$ cat src/source/jtag_pkg.sv
package jtag_pkg;

    localparam int DATA_W = 32;
    localparam int ADDR_W = 32;

    localparam logic [ADDR_W-1:0] ADDR_STATUS    = 32'd0;
    localparam logic [ADDR_W-1:0] ADDR_SHIFT_OUT = 32'd1; // read only
    localparam logic [ADDR_W-1:0] ADDR_SHIFT_IN  = 32'd2; // write only
    localparam logic [ADDR_W-1:0] ADDR_SHIFT_CMD = 32'd3; // write only
    localparam logic [ADDR_W-1:0] ADDR_SPEED     = 32'd4;

    localparam logic [1:0] RESP_OK  = 2'd0;
    localparam logic [1:0] RESP_ERR = 2'd2;
    localparam logic [DATA_W-1:0] RD_ERR_DATA = '1;
    localparam int FIFO_DEPTH = 8;

    // status register bit positions
    localparam int ST_OUT_CLR   = 0;
    localparam int ST_OUT_EMPTY = 1;
    localparam int ST_OUT_FULL  = 2;
    localparam int ST_IN_CLR    = 8;
    localparam int ST_IN_EMPTY  = 9;
    localparam int ST_IN_FULL   = 10;
    localparam int ST_CMD_CLR   = 16;
    localparam int ST_CMD_EMPTY = 17;
    localparam int ST_CMD_FULL  = 18;
    localparam int ST_IDLE      = 24;

    localparam logic [3:0] CMD_SHIFT = 4'd0;
    localparam logic [3:0] CMD_TMS   = 4'd1;
    localparam int CYCLE_W = 28;
    localparam int TCK_PERIOD_W = 16;
    localparam logic [TCK_PERIOD_W-1:0] TCK_PERIOD_RESET = 16'd1;

    typedef struct packed {
        logic [3:0]         opcode; // bus bits 31:28
        logic [CYCLE_W-1:0] cycles;
    } cmd_t;

    typedef struct packed {
        logic [ADDR_W-1:0] addr;
        logic [DATA_W-1:0] data;
        logic [3:0]        strb;
    } wr_req_t;

    typedef struct packed {
        logic [DATA_W-1:0] data;
        logic [1:0]        resp;
    } rd_resp_t;

    typedef struct packed {
        logic [TCK_PERIOD_W-1:0] high_period;
        logic [TCK_PERIOD_W-1:0] low_period;
    } tck_cfg_t;

    typedef struct packed {
        logic empty;
        logic full;
    } fifo_flags_t;

endpackage

$ cat src/source/jtag_bridge_top.sv
`timescale 1ns/1ps

module jtag_bridge_top (
    input  logic                          clk,
    input  logic                          jtag_rstn_sync,
    input  logic                          wr_valid,
    input  jtag_pkg::wr_req_t             wr_req,
    output logic                          wr_ready,
    output logic                          wr_resp_valid,
    output logic [1:0]                    wr_resp,
    input  logic                          wr_resp_ready,
    input  logic                          rd_valid,
    input  logic [jtag_pkg::ADDR_W-1:0]   rd_addr,
    output logic                          rd_ready,
    output logic                          rd_data_valid,
    output jtag_pkg::rd_resp_t            rd_resp,
    input  logic                          rd_data_ready,
    output logic                          tck,
    output logic                          tms,
    output logic                          tdi,
    input  logic                          tdo
);

    logic                        in_push, in_pop, in_clr;
    logic                        cmd_push, cmd_pop, cmd_clr;
    logic                        out_push, out_pop, out_clr;
    logic [jtag_pkg::DATA_W-1:0] in_wr_word, in_rd_word;
    logic [jtag_pkg::DATA_W-1:0] out_wr_word, out_rd_word;
    jtag_pkg::cmd_t              cmd_wr_word, cmd_rd_word;
    jtag_pkg::fifo_flags_t       in_flags, cmd_flags, out_flags;
    jtag_pkg::tck_cfg_t          tck_cfg;
    logic                        run, rise_stb, fall_stb, engine_idle;

    jtag_bus_regs jtag_bus_regs_inst (
        .clk(clk), .jtag_rstn_sync(jtag_rstn_sync),
        .wr_valid(wr_valid), .wr_req(wr_req), .wr_resp_ready(wr_resp_ready),
        .rd_valid(rd_valid), .rd_addr(rd_addr), .rd_data_ready(rd_data_ready),
        .in_flags(in_flags), .cmd_flags(cmd_flags), .out_flags(out_flags),
        .out_word(out_rd_word), .engine_idle(engine_idle),
        .wr_ready(wr_ready), .wr_resp_valid(wr_resp_valid), .wr_resp(wr_resp),
        .rd_ready(rd_ready), .rd_data_valid(rd_data_valid), .rd_resp(rd_resp),
        .in_push(in_push), .in_word(in_wr_word), .cmd_push(cmd_push),
        .cmd_word(cmd_wr_word), .out_pop(out_pop),
        .in_clr(in_clr), .cmd_clr(cmd_clr), .out_clr(out_clr), .tck_cfg(tck_cfg)
    );

    sync_fifo #(.payload_t(logic [jtag_pkg::DATA_W-1:0]), .DEPTH(jtag_pkg::FIFO_DEPTH))
    shift_in_fifo (
        .clk(clk), .jtag_rstn_sync(jtag_rstn_sync), .clr(in_clr),
        .push(in_push), .push_data(in_wr_word), .pop(in_pop),
        .pop_data(in_rd_word), .flags(in_flags)
    );

    sync_fifo #(.payload_t(jtag_pkg::cmd_t), .DEPTH(jtag_pkg::FIFO_DEPTH))
    shift_cmd_fifo (
        .clk(clk), .jtag_rstn_sync(jtag_rstn_sync), .clr(cmd_clr),
        .push(cmd_push), .push_data(cmd_wr_word), .pop(cmd_pop),
        .pop_data(cmd_rd_word), .flags(cmd_flags)
    );

    sync_fifo #(.payload_t(logic [jtag_pkg::DATA_W-1:0]), .DEPTH(jtag_pkg::FIFO_DEPTH))
    shift_out_fifo (
        .clk(clk), .jtag_rstn_sync(jtag_rstn_sync), .clr(out_clr),
        .push(out_push), .push_data(out_wr_word), .pop(out_pop),
        .pop_data(out_rd_word), .flags(out_flags)
    );

    jtag_tck_gen jtag_tck_gen_inst (
        .clk(clk), .jtag_rstn_sync(jtag_rstn_sync), .cfg(tck_cfg), .run(run),
        .tck(tck), .rise_stb(rise_stb), .fall_stb(fall_stb)
    );

    jtag_shift_engine jtag_shift_engine_inst (
        .clk(clk), .jtag_rstn_sync(jtag_rstn_sync),
        .rise_stb(rise_stb), .fall_stb(fall_stb), .tdo(tdo),
        .cmd_word(cmd_rd_word), .cmd_flags(cmd_flags),
        .in_word(in_rd_word), .in_flags(in_flags), .out_flags(out_flags),
        .cmd_pop(cmd_pop), .in_pop(in_pop), .out_push(out_push), .out_word(out_wr_word),
        .run(run), .tms(tms), .tdi(tdi), .idle(engine_idle)
    );

endmodule

$ cat src/source/jtag_bus_regs.sv
`timescale 1ns/1ps

module jtag_bus_regs (
    input  logic                          clk,
    input  logic                          jtag_rstn_sync,
    input  logic                          wr_valid,
    input  jtag_pkg::wr_req_t             wr_req,
    input  logic                          wr_resp_ready,
    input  logic                          rd_valid,
    input  logic [jtag_pkg::ADDR_W-1:0]   rd_addr,
    input  logic                          rd_data_ready,
    input  jtag_pkg::fifo_flags_t         in_flags,
    input  jtag_pkg::fifo_flags_t         cmd_flags,
    input  jtag_pkg::fifo_flags_t         out_flags,
    input  logic [jtag_pkg::DATA_W-1:0]   out_word,
    input  logic                          engine_idle,
    output logic                          wr_ready,
    output logic                          wr_resp_valid,
    output logic [1:0]                    wr_resp,
    output logic                          rd_ready,
    output logic                          rd_data_valid,
    output jtag_pkg::rd_resp_t            rd_resp,
    output logic                          in_push,
    output logic [jtag_pkg::DATA_W-1:0]   in_word,
    output logic                          cmd_push,
    output jtag_pkg::cmd_t                cmd_word,
    output logic                          out_pop,
    output logic                          in_clr,
    output logic                          cmd_clr,
    output logic                          out_clr,
    output jtag_pkg::tck_cfg_t            tck_cfg
);

    logic                        wr_fire;
    logic                        wr_err;
    logic                        wr_status;
    logic                        rd_busy;
    logic [jtag_pkg::ADDR_W-1:0] rd_addr_q;
    logic                        rd_is_out;
    logic [jtag_pkg::DATA_W-1:0] status;

    assign wr_ready = !wr_resp_valid
                      && !((wr_req.addr == jtag_pkg::ADDR_SHIFT_IN) && in_flags.full)
                      && !((wr_req.addr == jtag_pkg::ADDR_SHIFT_CMD) && cmd_flags.full);
    assign wr_fire   = wr_valid && wr_ready;
    assign wr_status = wr_fire && (wr_req.addr == jtag_pkg::ADDR_STATUS);
    assign wr_err    = !((wr_req.addr == jtag_pkg::ADDR_STATUS)
                         || (wr_req.addr == jtag_pkg::ADDR_SHIFT_IN)
                         || (wr_req.addr == jtag_pkg::ADDR_SHIFT_CMD)
                         || (wr_req.addr == jtag_pkg::ADDR_SPEED));

    assign in_push  = wr_fire && (wr_req.addr == jtag_pkg::ADDR_SHIFT_IN);
    assign in_word  = wr_req.data;
    assign cmd_push = wr_fire && (wr_req.addr == jtag_pkg::ADDR_SHIFT_CMD);
    assign cmd_word = jtag_pkg::cmd_t'(wr_req.data);

    // write channel, speed register and clear pulses
    always_ff @(posedge clk or negedge jtag_rstn_sync) begin
        if (!jtag_rstn_sync) begin
            wr_resp_valid       <= 1'b0;
            wr_resp             <= jtag_pkg::RESP_OK;
            in_clr              <= 1'b0;
            cmd_clr             <= 1'b0;
            out_clr             <= 1'b0;
            tck_cfg.high_period <= jtag_pkg::TCK_PERIOD_RESET;
            tck_cfg.low_period  <= jtag_pkg::TCK_PERIOD_RESET;
        end else begin
            if (wr_fire) begin
                wr_resp_valid <= 1'b1;
                wr_resp       <= wr_err ? jtag_pkg::RESP_ERR : jtag_pkg::RESP_OK;
            end else if (wr_resp_ready) begin
                wr_resp_valid <= 1'b0;
            end
            out_clr <= wr_status && wr_req.strb[0] && wr_req.data[jtag_pkg::ST_OUT_CLR];
            in_clr  <= wr_status && wr_req.strb[1] && wr_req.data[jtag_pkg::ST_IN_CLR];
            cmd_clr <= wr_status && wr_req.strb[2] && wr_req.data[jtag_pkg::ST_CMD_CLR];
            if (wr_fire && (wr_req.addr == jtag_pkg::ADDR_SPEED)) begin
                for (int i = 0; i < 4; i++) begin
                    if (wr_req.strb[i]) tck_cfg[8*i +: 8] <= wr_req.data[8*i +: 8];
                end
            end
        end
    end

    // clear bits are pulses and always read 0
    always_comb begin
        status                          = '0;
        status[jtag_pkg::ST_OUT_EMPTY]  = out_flags.empty;
        status[jtag_pkg::ST_OUT_FULL]   = out_flags.full;
        status[jtag_pkg::ST_IN_EMPTY]   = in_flags.empty;
        status[jtag_pkg::ST_IN_FULL]    = in_flags.full;
        status[jtag_pkg::ST_CMD_EMPTY]  = cmd_flags.empty;
        status[jtag_pkg::ST_CMD_FULL]   = cmd_flags.full;
        status[jtag_pkg::ST_IDLE]       = engine_idle && cmd_flags.empty;
    end

    assign rd_ready      = !rd_busy;
    assign rd_is_out     = (rd_addr_q == jtag_pkg::ADDR_SHIFT_OUT);
    assign rd_data_valid = rd_busy && !(rd_is_out && out_flags.empty);  // wait for a result
    assign out_pop       = rd_data_valid && rd_data_ready && rd_is_out;

    always_ff @(posedge clk or negedge jtag_rstn_sync) begin
        if (!jtag_rstn_sync) begin
            rd_busy <= 1'b0;
        end else if (rd_valid && rd_ready) begin
            rd_busy <= 1'b1;
        end else if (rd_data_valid && rd_data_ready) begin
            rd_busy <= 1'b0;
        end
    end

    always_ff @(posedge clk) begin
        if (rd_valid && rd_ready) rd_addr_q <= rd_addr;
    end

    always_comb begin
        rd_resp.resp = jtag_pkg::RESP_OK;
        case (rd_addr_q)
            jtag_pkg::ADDR_STATUS:    rd_resp.data = status;
            jtag_pkg::ADDR_SHIFT_OUT: rd_resp.data = out_word;
            jtag_pkg::ADDR_SPEED:     rd_resp.data = tck_cfg;
            default: begin
                rd_resp.data = jtag_pkg::RD_ERR_DATA;  // write-only or unmapped
                rd_resp.resp = jtag_pkg::RESP_ERR;
            end
        endcase
    end

endmodule

$ cat src/source/jtag_shift_engine.sv
`timescale 1ns/1ps

module jtag_shift_engine (
    input  logic                          clk,
    input  logic                          jtag_rstn_sync,
    input  logic                          rise_stb,
    input  logic                          fall_stb,
    input  logic                          tdo,
    input  jtag_pkg::cmd_t                cmd_word,
    input  jtag_pkg::fifo_flags_t         cmd_flags,
    input  logic [jtag_pkg::DATA_W-1:0]   in_word,
    input  jtag_pkg::fifo_flags_t         in_flags,
    input  jtag_pkg::fifo_flags_t         out_flags,
    output logic                          cmd_pop,
    output logic                          in_pop,
    output logic                          out_push,
    output logic [jtag_pkg::DATA_W-1:0]   out_word,
    output logic                          run,
    output logic                          tms,
    output logic                          tdi,
    output logic                          idle
);

    typedef enum logic [1:0] {S_IDLE, S_SHIFT, S_TMS} state_t;

    state_t                               state;
    logic [jtag_pkg::CYCLE_W-1:0]         remaining;
    logic [$clog2(jtag_pkg::DATA_W)-1:0]  bit_idx;
    logic [jtag_pkg::DATA_W-1:0]          data_reg;
    logic [jtag_pkg::DATA_W-1:0]          capture;
    logic                                 have_word;    // data_reg holds the current word
    logic                                 out_pending;  // capture waits for the result fifo
    logic                                 last_cycle;
    logic                                 word_ok;
    logic                                 stall;

    assign last_cycle = (remaining == 1);
    assign word_ok    = have_word || !in_flags.empty;
    assign stall      = (!have_word && in_flags.empty) || (out_pending && out_flags.full);
    assign run        = ((state == S_SHIFT) && !stall) || (state == S_TMS);
    assign in_pop     = (state == S_SHIFT) && fall_stb && !have_word && !in_flags.empty;
    assign out_push   = out_pending && !out_flags.full;
    assign out_word   = capture;
    assign idle       = (state == S_IDLE) && !out_pending;

    always_ff @(posedge clk or negedge jtag_rstn_sync) begin
        if (!jtag_rstn_sync) begin
            state       <= S_IDLE;
            remaining   <= '0;
            bit_idx     <= '0;
            have_word   <= 1'b0;
            out_pending <= 1'b0;
            cmd_pop     <= 1'b0;
            tms         <= 1'b0;
            tdi         <= 1'b0;
        end else begin
            cmd_pop <= 1'b0;
            if (out_push) out_pending <= 1'b0;
            case (state)
                S_IDLE: begin
                    if (cmd_pop) begin
                        remaining <= cmd_word.cycles;
                        bit_idx   <= '0;
                        have_word <= 1'b0;
                        if (cmd_word.cycles != '0) begin  // unknown opcodes just drop out
                            if (cmd_word.opcode == jtag_pkg::CMD_SHIFT) state <= S_SHIFT;
                            else if (cmd_word.opcode == jtag_pkg::CMD_TMS) state <= S_TMS;
                        end
                    end else if (!cmd_flags.empty && !out_pending) begin
                        cmd_pop <= 1'b1;
                    end
                end
                S_SHIFT: begin
                    if (fall_stb && word_ok) begin
                        have_word <= 1'b1;
                        tms       <= 1'b0;
                        tdi       <= have_word ? data_reg[bit_idx] : in_word[0];
                    end
                    if (rise_stb) begin
                        bit_idx   <= bit_idx + 1'b1;
                        remaining <= remaining - 1'b1;
                        if (bit_idx == '1) have_word <= 1'b0;   // word used up
                        if (bit_idx == '1 || last_cycle) out_pending <= 1'b1;
                        if (last_cycle) state <= S_IDLE;
                    end
                end
                S_TMS: begin
                    if (fall_stb) begin
                        tms <= 1'b1;
                        tdi <= 1'b0;
                    end
                    if (rise_stb) begin
                        remaining <= remaining - 1'b1;
                        if (last_cycle) state <= S_IDLE;
                    end
                end
                default: state <= S_IDLE;
            endcase
        end
    end

    always_ff @(posedge clk) begin
        if (in_pop) data_reg <= in_word;
        if ((state == S_SHIFT) && rise_stb) begin
            if (bit_idx == '0) capture <= {{(jtag_pkg::DATA_W-1){1'b0}}, tdo};  // zero fill
            else capture[bit_idx] <= tdo;
        end
    end

endmodule

$ cat src/source/jtag_tck_gen.sv
`timescale 1ns/1ps

module jtag_tck_gen (
    input  logic               clk,
    input  logic               jtag_rstn_sync,
    input  jtag_pkg::tck_cfg_t cfg,
    input  logic               run,
    output logic               tck,
    output logic               rise_stb,
    output logic               fall_stb
);

    logic [jtag_pkg::TCK_PERIOD_W-1:0] cnt;  // clk cycles left in this phase
    logic                              started;

    // every restart begins with a fall strobe so the engine drives first
    always_ff @(posedge clk or negedge jtag_rstn_sync) begin
        if (!jtag_rstn_sync) begin
            tck      <= 1'b0;
            cnt      <= '0;
            started  <= 1'b0;
            rise_stb <= 1'b0;
            fall_stb <= 1'b0;
        end else begin
            rise_stb <= 1'b0;
            fall_stb <= 1'b0;
            if (!run) begin
                tck     <= 1'b0;  // park low while stalled
                cnt     <= '0;
                started <= 1'b0;
            end else if (cnt != '0) begin
                cnt <= cnt - 1'b1;
            end else if (tck || !started) begin
                tck      <= 1'b0;
                fall_stb <= 1'b1;
                started  <= 1'b1;
                cnt      <= cfg.low_period - 1'b1;
            end else begin
                tck      <= 1'b1;
                rise_stb <= 1'b1;
                cnt      <= cfg.high_period - 1'b1;
            end
        end
    end

endmodule

$ cat src/source/sync_fifo.sv
`timescale 1ns/1ps

module sync_fifo #(
    parameter type payload_t = logic [31:0],
    parameter int  DEPTH     = 8
) (
    input  logic                  clk,
    input  logic                  jtag_rstn_sync,
    input  logic                  clr,
    input  logic                  push,
    input  payload_t              push_data,
    input  logic                  pop,
    output payload_t              pop_data,
    output jtag_pkg::fifo_flags_t flags
);

    payload_t                   mem [DEPTH];
    logic [$clog2(DEPTH)-1:0]   wr_ptr;
    logic [$clog2(DEPTH)-1:0]   rd_ptr;
    logic [$clog2(DEPTH+1)-1:0] count;
    logic                       do_push;
    logic                       do_pop;

    assign flags.empty = (count == 0);
    assign flags.full  = (count == DEPTH);
    assign do_push     = push && !flags.full;   // push into a full fifo is dropped
    assign do_pop      = pop && !flags.empty;
    assign pop_data    = mem[rd_ptr];           // head word visible without a pop

    always_ff @(posedge clk or negedge jtag_rstn_sync) begin
        if (!jtag_rstn_sync) begin
            wr_ptr <= '0;
            rd_ptr <= '0;
            count  <= '0;
        end else if (clr) begin
            wr_ptr <= '0;
            rd_ptr <= '0;
            count  <= '0;
        end else begin
            if (do_push) wr_ptr <= (wr_ptr == DEPTH - 1) ? '0 : wr_ptr + 1'b1;
            if (do_pop) rd_ptr <= (rd_ptr == DEPTH - 1) ? '0 : rd_ptr + 1'b1;
            if (do_push && !do_pop) count <= count + 1'b1;
            else if (!do_push && do_pop) count <= count - 1'b1;
        end
    end

    always_ff @(posedge clk) begin
        if (do_push && !clr) mem[wr_ptr] <= push_data;
    end

endmodule

$ cat config.mk
export PLATFORM = sky130hd
export DESIGN_NAME = jtag_bridge_top
export DESIGN_NICKNAME = d
export VERILOG_FILES = /design/src/source/jtag_pkg.sv /design/src/source/jtag_bridge_top.sv /design/src/source/jtag_bus_regs.sv /design/src/source/jtag_shift_engine.sv /design/src/source/jtag_tck_gen.sv /design/src/source/sync_fifo.sv
export SDC_FILE = /design/constraint.sdc
export NUM_CORES = 1
export LEC_CHECK = 0
export BUFFER_PORTS_ARGS = -buffer_cell sky130_fd_sc_hd__buf_2
export CAP_MARGIN = 5
export CORE_MARGIN = 1.5
export CORE_UTILIZATION = 45
export CTS_CLUSTER_DIAMETER = 50
export DETAILED_ROUTE_END_ITERATION = 10
export PLACE_DENSITY = 0.67
export SYNTH_ARGS = -nofsm -noshare
export SYNTH_HDL_FRONTEND = slang
export SYNTH_SLANG_ARGS = --single-unit
$ cat constraint.sdc
create_clock -name clk -period 9 [get_ports clk]
set_input_delay 0.45 -clock clk [delete_from_list [all_inputs] [get_ports clk]]
set_output_delay 0.45 -clock clk [all_outputs]
set_load 0.005 [all_outputs]
==> out/summary.txt, run 1 <==
Status: complete, no violations
Crit path largest cell delay: 0.92 ns
Met3 Track Usage GR: 4.39%
Slew Limit Fails: 0
Grt total ovfl: 0
Final Cycle Share: 49.9%
Synth top area cells: edfxtp_1, mux4_2, dfrtp_1
Pin count of the biggest net entering global routing: 76
Minimum clock period: 4.49 ns
Setup TNS: 0 ns
Async SR Flop Fraction: 12.9%
Hold_ws: 0.101 ns
Hpwl dp: 61300 um
Design area: 46500 um^2
Crit. End Element: output pin
DR vias/cell: 5.95
HP Class: in -> reg
GPL Wtd Cong: 0.888
Starting DRT DRC Count: 2368
Beginning of the critical path: shift_out_fifo.rd_ptr[0]$_DFFE_PN0P_
Top_reg_cell synth: edfxtp_1
Startpoint Class: register
CTS resizes: 0
CP Cell Sequence: buf_4 > mux4_2 > nor2b_1 > a211oi_1 > o21ai_0 > buf_2
Largest registers: shift_cmd_fifo.mem: 256 flops, shift_in_fifo.mem: 256 flops, shift_out_fifo.mem: 256 flops
Sw power: 2.34 mW
R2R setup slack: 5.05 ns
GR peak layer: met2
Fill count: 7046
Tightest Pin Transition: 1.31 ns
Die Ht: 304 um
WHS Endpoint: jtag_bus_regs_inst.out_clr$_DFF_PN0_
Routed WL per cell: 26.0 um
Core Box Area: 89900 um^2
Clk root buf: clkbuf_16
Clock latency at the later pin of the worst-skew pair: 0.70 ns
Crit-path slowest cell: dfrtp_4
DRT Wirelength: 99700 um
Arr. time, crit path: 4.04 ns
# Max-Cap Violations: 0
Clock transition at path regs: 0.06 ns
Synth warn: 0
Slew Limit Headroom: 12.0%
Sw Share: 23.6%
CP max FO: 38
Sequential element share of the synthesized area: 71.6%
Io pins: 150
Synthesized area: 40700 um^2
Router iterations before antenna repair: 5
Reg area: 29200 um^2
Vias in the first global route: 22.8k
Die area: 92300 um^2
RSZ-0062 raised after global routing: no
Clk sinks: 992
Worst hold path stage count: 2
DRC: 0
Placed inst area: 42800 um^2
# setup viols final: 0
Crit path kind: reg -> out
CP required: 8.55 ns
Std cell rows: 110
Peak Freq: 223 MHz
H-tree depth: 3
Met1 Usage GRT: 31.1%
Number of flops mapped to enable cells by yosys: 864
Yosys cell types: 75
Cell internal pwr: 7.58 mW
Area grow syn2layout: 14.3%
Clock network power share: 41.5%
Port Buffer Count: 147
Post-route ant nets: 0
Final Hold Viols: 0
Die width: 304 um
Syn Area/Cell: 17.2 um^2
RR Endpoint: shift_out_fifo.count[3]$_DFFE_PN0P_
LEAKAGE: 14.6 nW
Sequential power share: 50.7%
Peak VDD IR: 0.240 mV
Largest area contributor in the netlist: edfxtp_1
Number of buffers created by CTS: 104
Layout Utilization: 51.8%
GRT Total Usage: 21.6%
Setup Buffers After CTS: 0
Power Dens Cells: 213 nW/um^2
Final nets: 2703
Seq cells post-synth: 992
CTS tree: built
Final Skew: 0.0559 ns
Hold Startpoint: wr_req[0]
Fraction of layout cells with a size suffix above 1: 24.9%
Global-route wire length before repair: 148000 um
Initial antenna violation count: 10
DR vias: 22.8k
Starting Density: 45.3%
Combinational power share: 7.7%
Met2 usage: 33.7%
Synth top area share: 63.7%
R2R Path Start: jtag_bus_regs_inst.rd_addr_q[0]$_DFFE_PP_
Reg2Reg Depth: 9
Area of the multi-input gates: 11000 um^2
Clk buf depth: 3
Cells after synthesis: 2366
Post-CTS Hold Fix Bufs: 35
## power groups by stage
stage	Clock [mW]	Sequential (mW)	Combinational, mW
final	4.12	5.03	0.765
after global routing	4.36	5.03	0.840
after CTS	4.19	5.03	0.754
after detailed placement	0	5.13	0.738
after global placement	0	5.13	0.709
after floorplan	0	5.12	0.518
## Yosys cell counts (all sizes together), types with 4 or more instances
| cell | number |
|---|---|
| edfxtp | 864 |
| mux4 | 180 |
| dfrtp | 126 |
| nand2 | 126 |
| a21oi | 121 |
| nor2 | 97 |
| mux2 | 96 |
| clkbuf | 95 |
| o21ai | 82 |
| mux2i | 54 |
| nor3 | 46 |
| buf | 39 |
| inv | 36 |
| nor4 | 36 |
| nor2b | 34 |
| nand3 | 31 |
| a211oi | 30 |
| ha | 29 |
| o22ai | 24 |
| nand4 | 16 |
| and3 | 15 |
| xnor2 | 14 |
| a22o | 13 |
| and2 | 13 |
| nand2b | 13 |
| o31ai | 13 |
| nor4b | 12 |
| or3 | 12 |
| a31oi | 9 |
| or2 | 9 |
| nand3b | 7 |
| nor3b | 7 |
| a21o | 6 |
| o221ai | 6 |
| o32ai | 6 |
| o211ai | 5 |
| o21bai | 4 |
| or4 | 4 |
| xor2 | 4 |
## routing by layer
layer | routed length, um | share of wire [%]
met1 | 42000 | 42
met5 | 23 | 0.023
met3 | 8780 | 8.8
met2 | 46600 | 47
met4 | 2280 | 2.3
## through the flow
| step | power (mW) | std cells | worst slack [ns] |
|---|---|---|---|
| after floorplan | 5.64 | 2367 | 2.97 |
| final | 9.92 | 3830 | 4.51 |
| after detailed placement | 5.87 | 3599 | 4.61 |
| after CTS | 9.98 | 3828 | 4.33 |
| after global placement | 5.83 | 3599 | 4.77 |
| after global routing | 10.2 | 3828 | 4.26 |
## cell type report
cell class / instances / share of cell area (%)
Timing Repair Buffer: 225 / 3.04
Inverter: 37 / 0.299
Multi-Input combinational cell: 1204 / 23.7
Sequential cell: 992 / 62.7
Antenna cell: 2 / 0.0108
Clock inverter: 54 / 1.06
Clock buffer: 140 / 6.08
Tap cell: 1176 / 3.16
## layout by cell type, fill, tap and decap left out, types with 36 or more instances in the layout
master     Yosys  final
o21ai_0       81     81
nor2_1        97     86
nor3_1        46     44
mux2i_1       54     54
nand2_1      126    126
a21oi_1      121    121
edfxtp_1     864    864
clkbuf_16      0    105
inv_1         36     36
mux2_2        95     95
mux4_2       171    171
dfrtp_1      126    119
buf_4          5     43
buf_2          8    146
## how the worst max path moves through the flow
stage	end	slack, ns
after floorplan	shift_in_fifo.mem[2][0]$_DFFE_PP_	2.97
after global placement	shift_cmd_fifo.mem[0][29]$_DFFE_PP_	4.77
after detailed placement	shift_cmd_fifo.mem[0][30]$_DFFE_PP_	4.61
after CTS	rd_resp[6]	4.33
after global routing	rd_resp[6]	4.26
final	rd_resp[6]	4.51
## critical path: cells and delay by family (launching register included)
family / cells / cell delay (ns)
compound gates: 2 / 0.84
simple gates: 1 / 0.14
mux: 1 / 0.57
buf+inv: 2 / 0.87
flops: 1 / 0.92
## cell families after synthesis
logic type               share of synthesized area [%]
AO/OA/AOI/OAI                                     5.02
flip-flops                                        71.6
adder cells (fa/ha/maj)                           1.04
XOR/XNOR                                         0.387
other                                          0.00921
AND/OR/NAND/NOR                                   6.13
buffers and inverters                             1.79
multiplexers                                      14.0
No activity file was read; power rests on OpenSTA's default activity.
==> inputs of run 2 (changes only) <==
--- a/config.mk
+++ b/config.mk
@@ -11,7 +11,7 @@
 export CORE_UTILIZATION = 45
 export CTS_CLUSTER_DIAMETER = 50
 export DETAILED_ROUTE_END_ITERATION = 10
-export PLACE_DENSITY = 0.67
+export PLACE_DENSITY = 0.69
 export SYNTH_ARGS = -nofsm -noshare
 export SYNTH_HDL_FRONTEND = slang
 export SYNTH_SLANG_ARGS = --single-unit
==> constraint.sdc (replaced) <==
create_clock -name clk -period 3.88 [get_ports clk]
set_input_delay 0.194 -clock clk [delete_from_list [all_inputs] [get_ports clk]]
set_output_delay 0.194 -clock clk [all_outputs]
set_load 0.005 [all_outputs]
==> run 2 against run 1 <==
  * Power is 140% higher
  * Wire length is 0.78% higher
  * Utilization is 1.5 points higher
  * Worst setup slack worse by 4.1 ns
  * Global-route usage is 0.14 points higher
  * Combinational power grew to 2.5 times the previous value
  * Count of clock-buffer cells in the layout is 6 higher
  * Clock skew is 0.025 ns lower
  * Die area stayed put
  * Via count is 2.0% higher
  * Sequential share of layout area is 1.7 points lower
  * Sequential power is 130% higher
  * Largest cell class unchanged
  * Largest power group unchanged
  * Highest routed layer is now met4
==> out/summary.txt, run 2 (same netlist as run 1, synthesis figures left out) <==
HP Class: in -> reg
DR vias: 23.2k
GRT Total Usage: 21.7%
Tot Pwr: 24.0 mW
Clk buf depth: 3
Placed inst area: 43400 um^2
RSZ-0062 raised after global routing: no
Largest registers: shift_cmd_fifo.mem: 256 flops, shift_in_fifo.mem: 256 flops, shift_out_fifo.mem: 256 flops
Port Buffer Count: 147
Peak VDD IR: 0.415 mV
Global-route wire length before repair: 150000 um
Die width: 304 um
Fraction of layout cells with a size suffix above 1: 26.1%
DR vias/cell: 5.93
Slew Limit Fails: 0
Final Cycle Share: 90.0%
Number of buffers created by CTS: 111
Power Dens Cells: 501 nW/um^2
Startpoint Class: register
Die area: 92300 um^2
H-tree depth: 3
Clk root buf: clkbuf_16
Post-route ant nets: 0
CP max FO: 24
Peak Freq: 286 MHz
CTS tree: built
Crit path kind: reg -> out
Die Ht: 304 um
# setup viols final: 0
Pin count of the biggest net entering global routing: 90
Starting Density: 45.3%
Clock transition at path regs: 0.06 ns
Setup Buffers After CTS: 0
# Max-Cap Violations: 0
Most frequent cells in the layout: edfxtp_1, mux4_2, buf_2
Tightest Pin Transition: 1.18 ns
Router iterations before antenna repair: 6
Arr. time, crit path: 3.30 ns
DRT Wirelength: 100000 um
Fill count: 6944
Crit. End Element: output pin
Metal3 WL: 8590 um
R2R setup slack: 0.48 ns
Final nets: 2783
Highest routed layer: met4
Metal2 WL: 47800 um
Hpwl dp: 62800 um
Io pins: 150
Slew Limit Headroom: 21.6%
Starting DRT DRC Count: 2587
DRC: 0
GPL Wtd Cong: 0.901
Area grow syn2layout: 17.5%
Final Skew: 0.0310 ns
Initial antenna violation count: 6
Clk sinks: 992
Vias in the first global route: 23.7k
Final Hold Viols: 0
M1 wire length: 41400 um
Design area: 47800 um^2
Clock latency at the later pin of the worst-skew pair: 0.69 ns
Core Box Area: 89900 um^2
Minimum clock period: 3.49 ns
Setup TNS: 0 ns
CP required: 3.69 ns
Most common cell after layout, fill and taps aside: edfxtp_1
Std cell rows: 110
LEAKAGE: 15.2 nW
Routed WL per cell: 25.7 um
Status: complete, no violations
Grt total ovfl: 0
[run 2: path summary, 6_finish.rpt]
path / endpoint / from / cells after the start
worst max-delay path: rd_resp[18] / shift_out_fifo.rd_ptr[0]$_DFFE_PN0P_ / 6
worst min-delay path: shift_cmd_fifo.mem[0][15]$_DFFE_PP_ / wr_req[19] / 1
worst max register to register: shift_in_fifo.count[3]$_DFFE_PN0P_ / jtag_shift_engine_inst.state[1]$_DFFE_PN0P_ / 11
worst min register to register: jtag_tck_gen_inst.cnt[0]$_DFF_PN0_ / jtag_tck_gen_inst.cnt[0]$_DFF_PN0_ / 1
max in group asynchronous: shift_in_fifo.rd_ptr[0]$_DFFE_PN0P_ / jtag_rstn_sync / 3
min in group asynchronous: jtag_shift_engine_inst.remaining[8]$_DFFE_PN0P_ / jtag_rstn_sync / 2
[run 2: area by class of cell]
class	count	area (um^2)	area share (%)
diodes	1	2.50	0.00523
clock buffers	146	3030	6.34
clock inverters	61	623	1.30
inverters	37	139	0.290
multi-input cells	1204	11100	23.2
flip-flops and latches	992	29200	61.0
well taps	1176	1470	3.08
repair buffers	298	2300	4.80
[run 2: where the power goes]
group / switching [mW] / internal (mW) / leakage, nW
clock network: 4.25 / 6.13 / 1.78
logic: 1.24 / 0.687 / 4.72
registers: 0.0460 / 11.6 / 8.67
[run 2: worst max-delay path, cell delays in order (launching register included)]
cell and delay [ns]:
dfrtp_4 0.52, buf_12 0.25, mux4_2 0.52, nor2b_1 0.14
a211oi_1 0.53, o21ai_0 0.40, buf_2 0.25
[run 2: through the flow]
stage	util (%)	setup slack (ns)	hold WS [ns]	instances
5_1_grt	53.2	0.240	0.0155	3914
3_3_place_gp	48.3	0.609	0.326	3633
3_5_place_dp	48.3	0.553	0.328	3633
4_1_cts	53.2	0.406	0.0000145	3911
6_report	53.2	0.389	0.0274	3915
2_1_floorplan	-	-0.232	-0.102	2367
[run 2: what timing repair did]
action                                  CTS  global route
resized for setup                         0             0
endpoints found under the setup margin    0             0
hold buffers                             71             3
endpoints found under the hold margin   530            22
[run 2: routing by layer]
layer  vias up  GRT usage (%)
li1       9989              -
met1     12000           30.0
met2      1069           34.8
met3       173           4.96
met4         0           6.23
met5         -              0
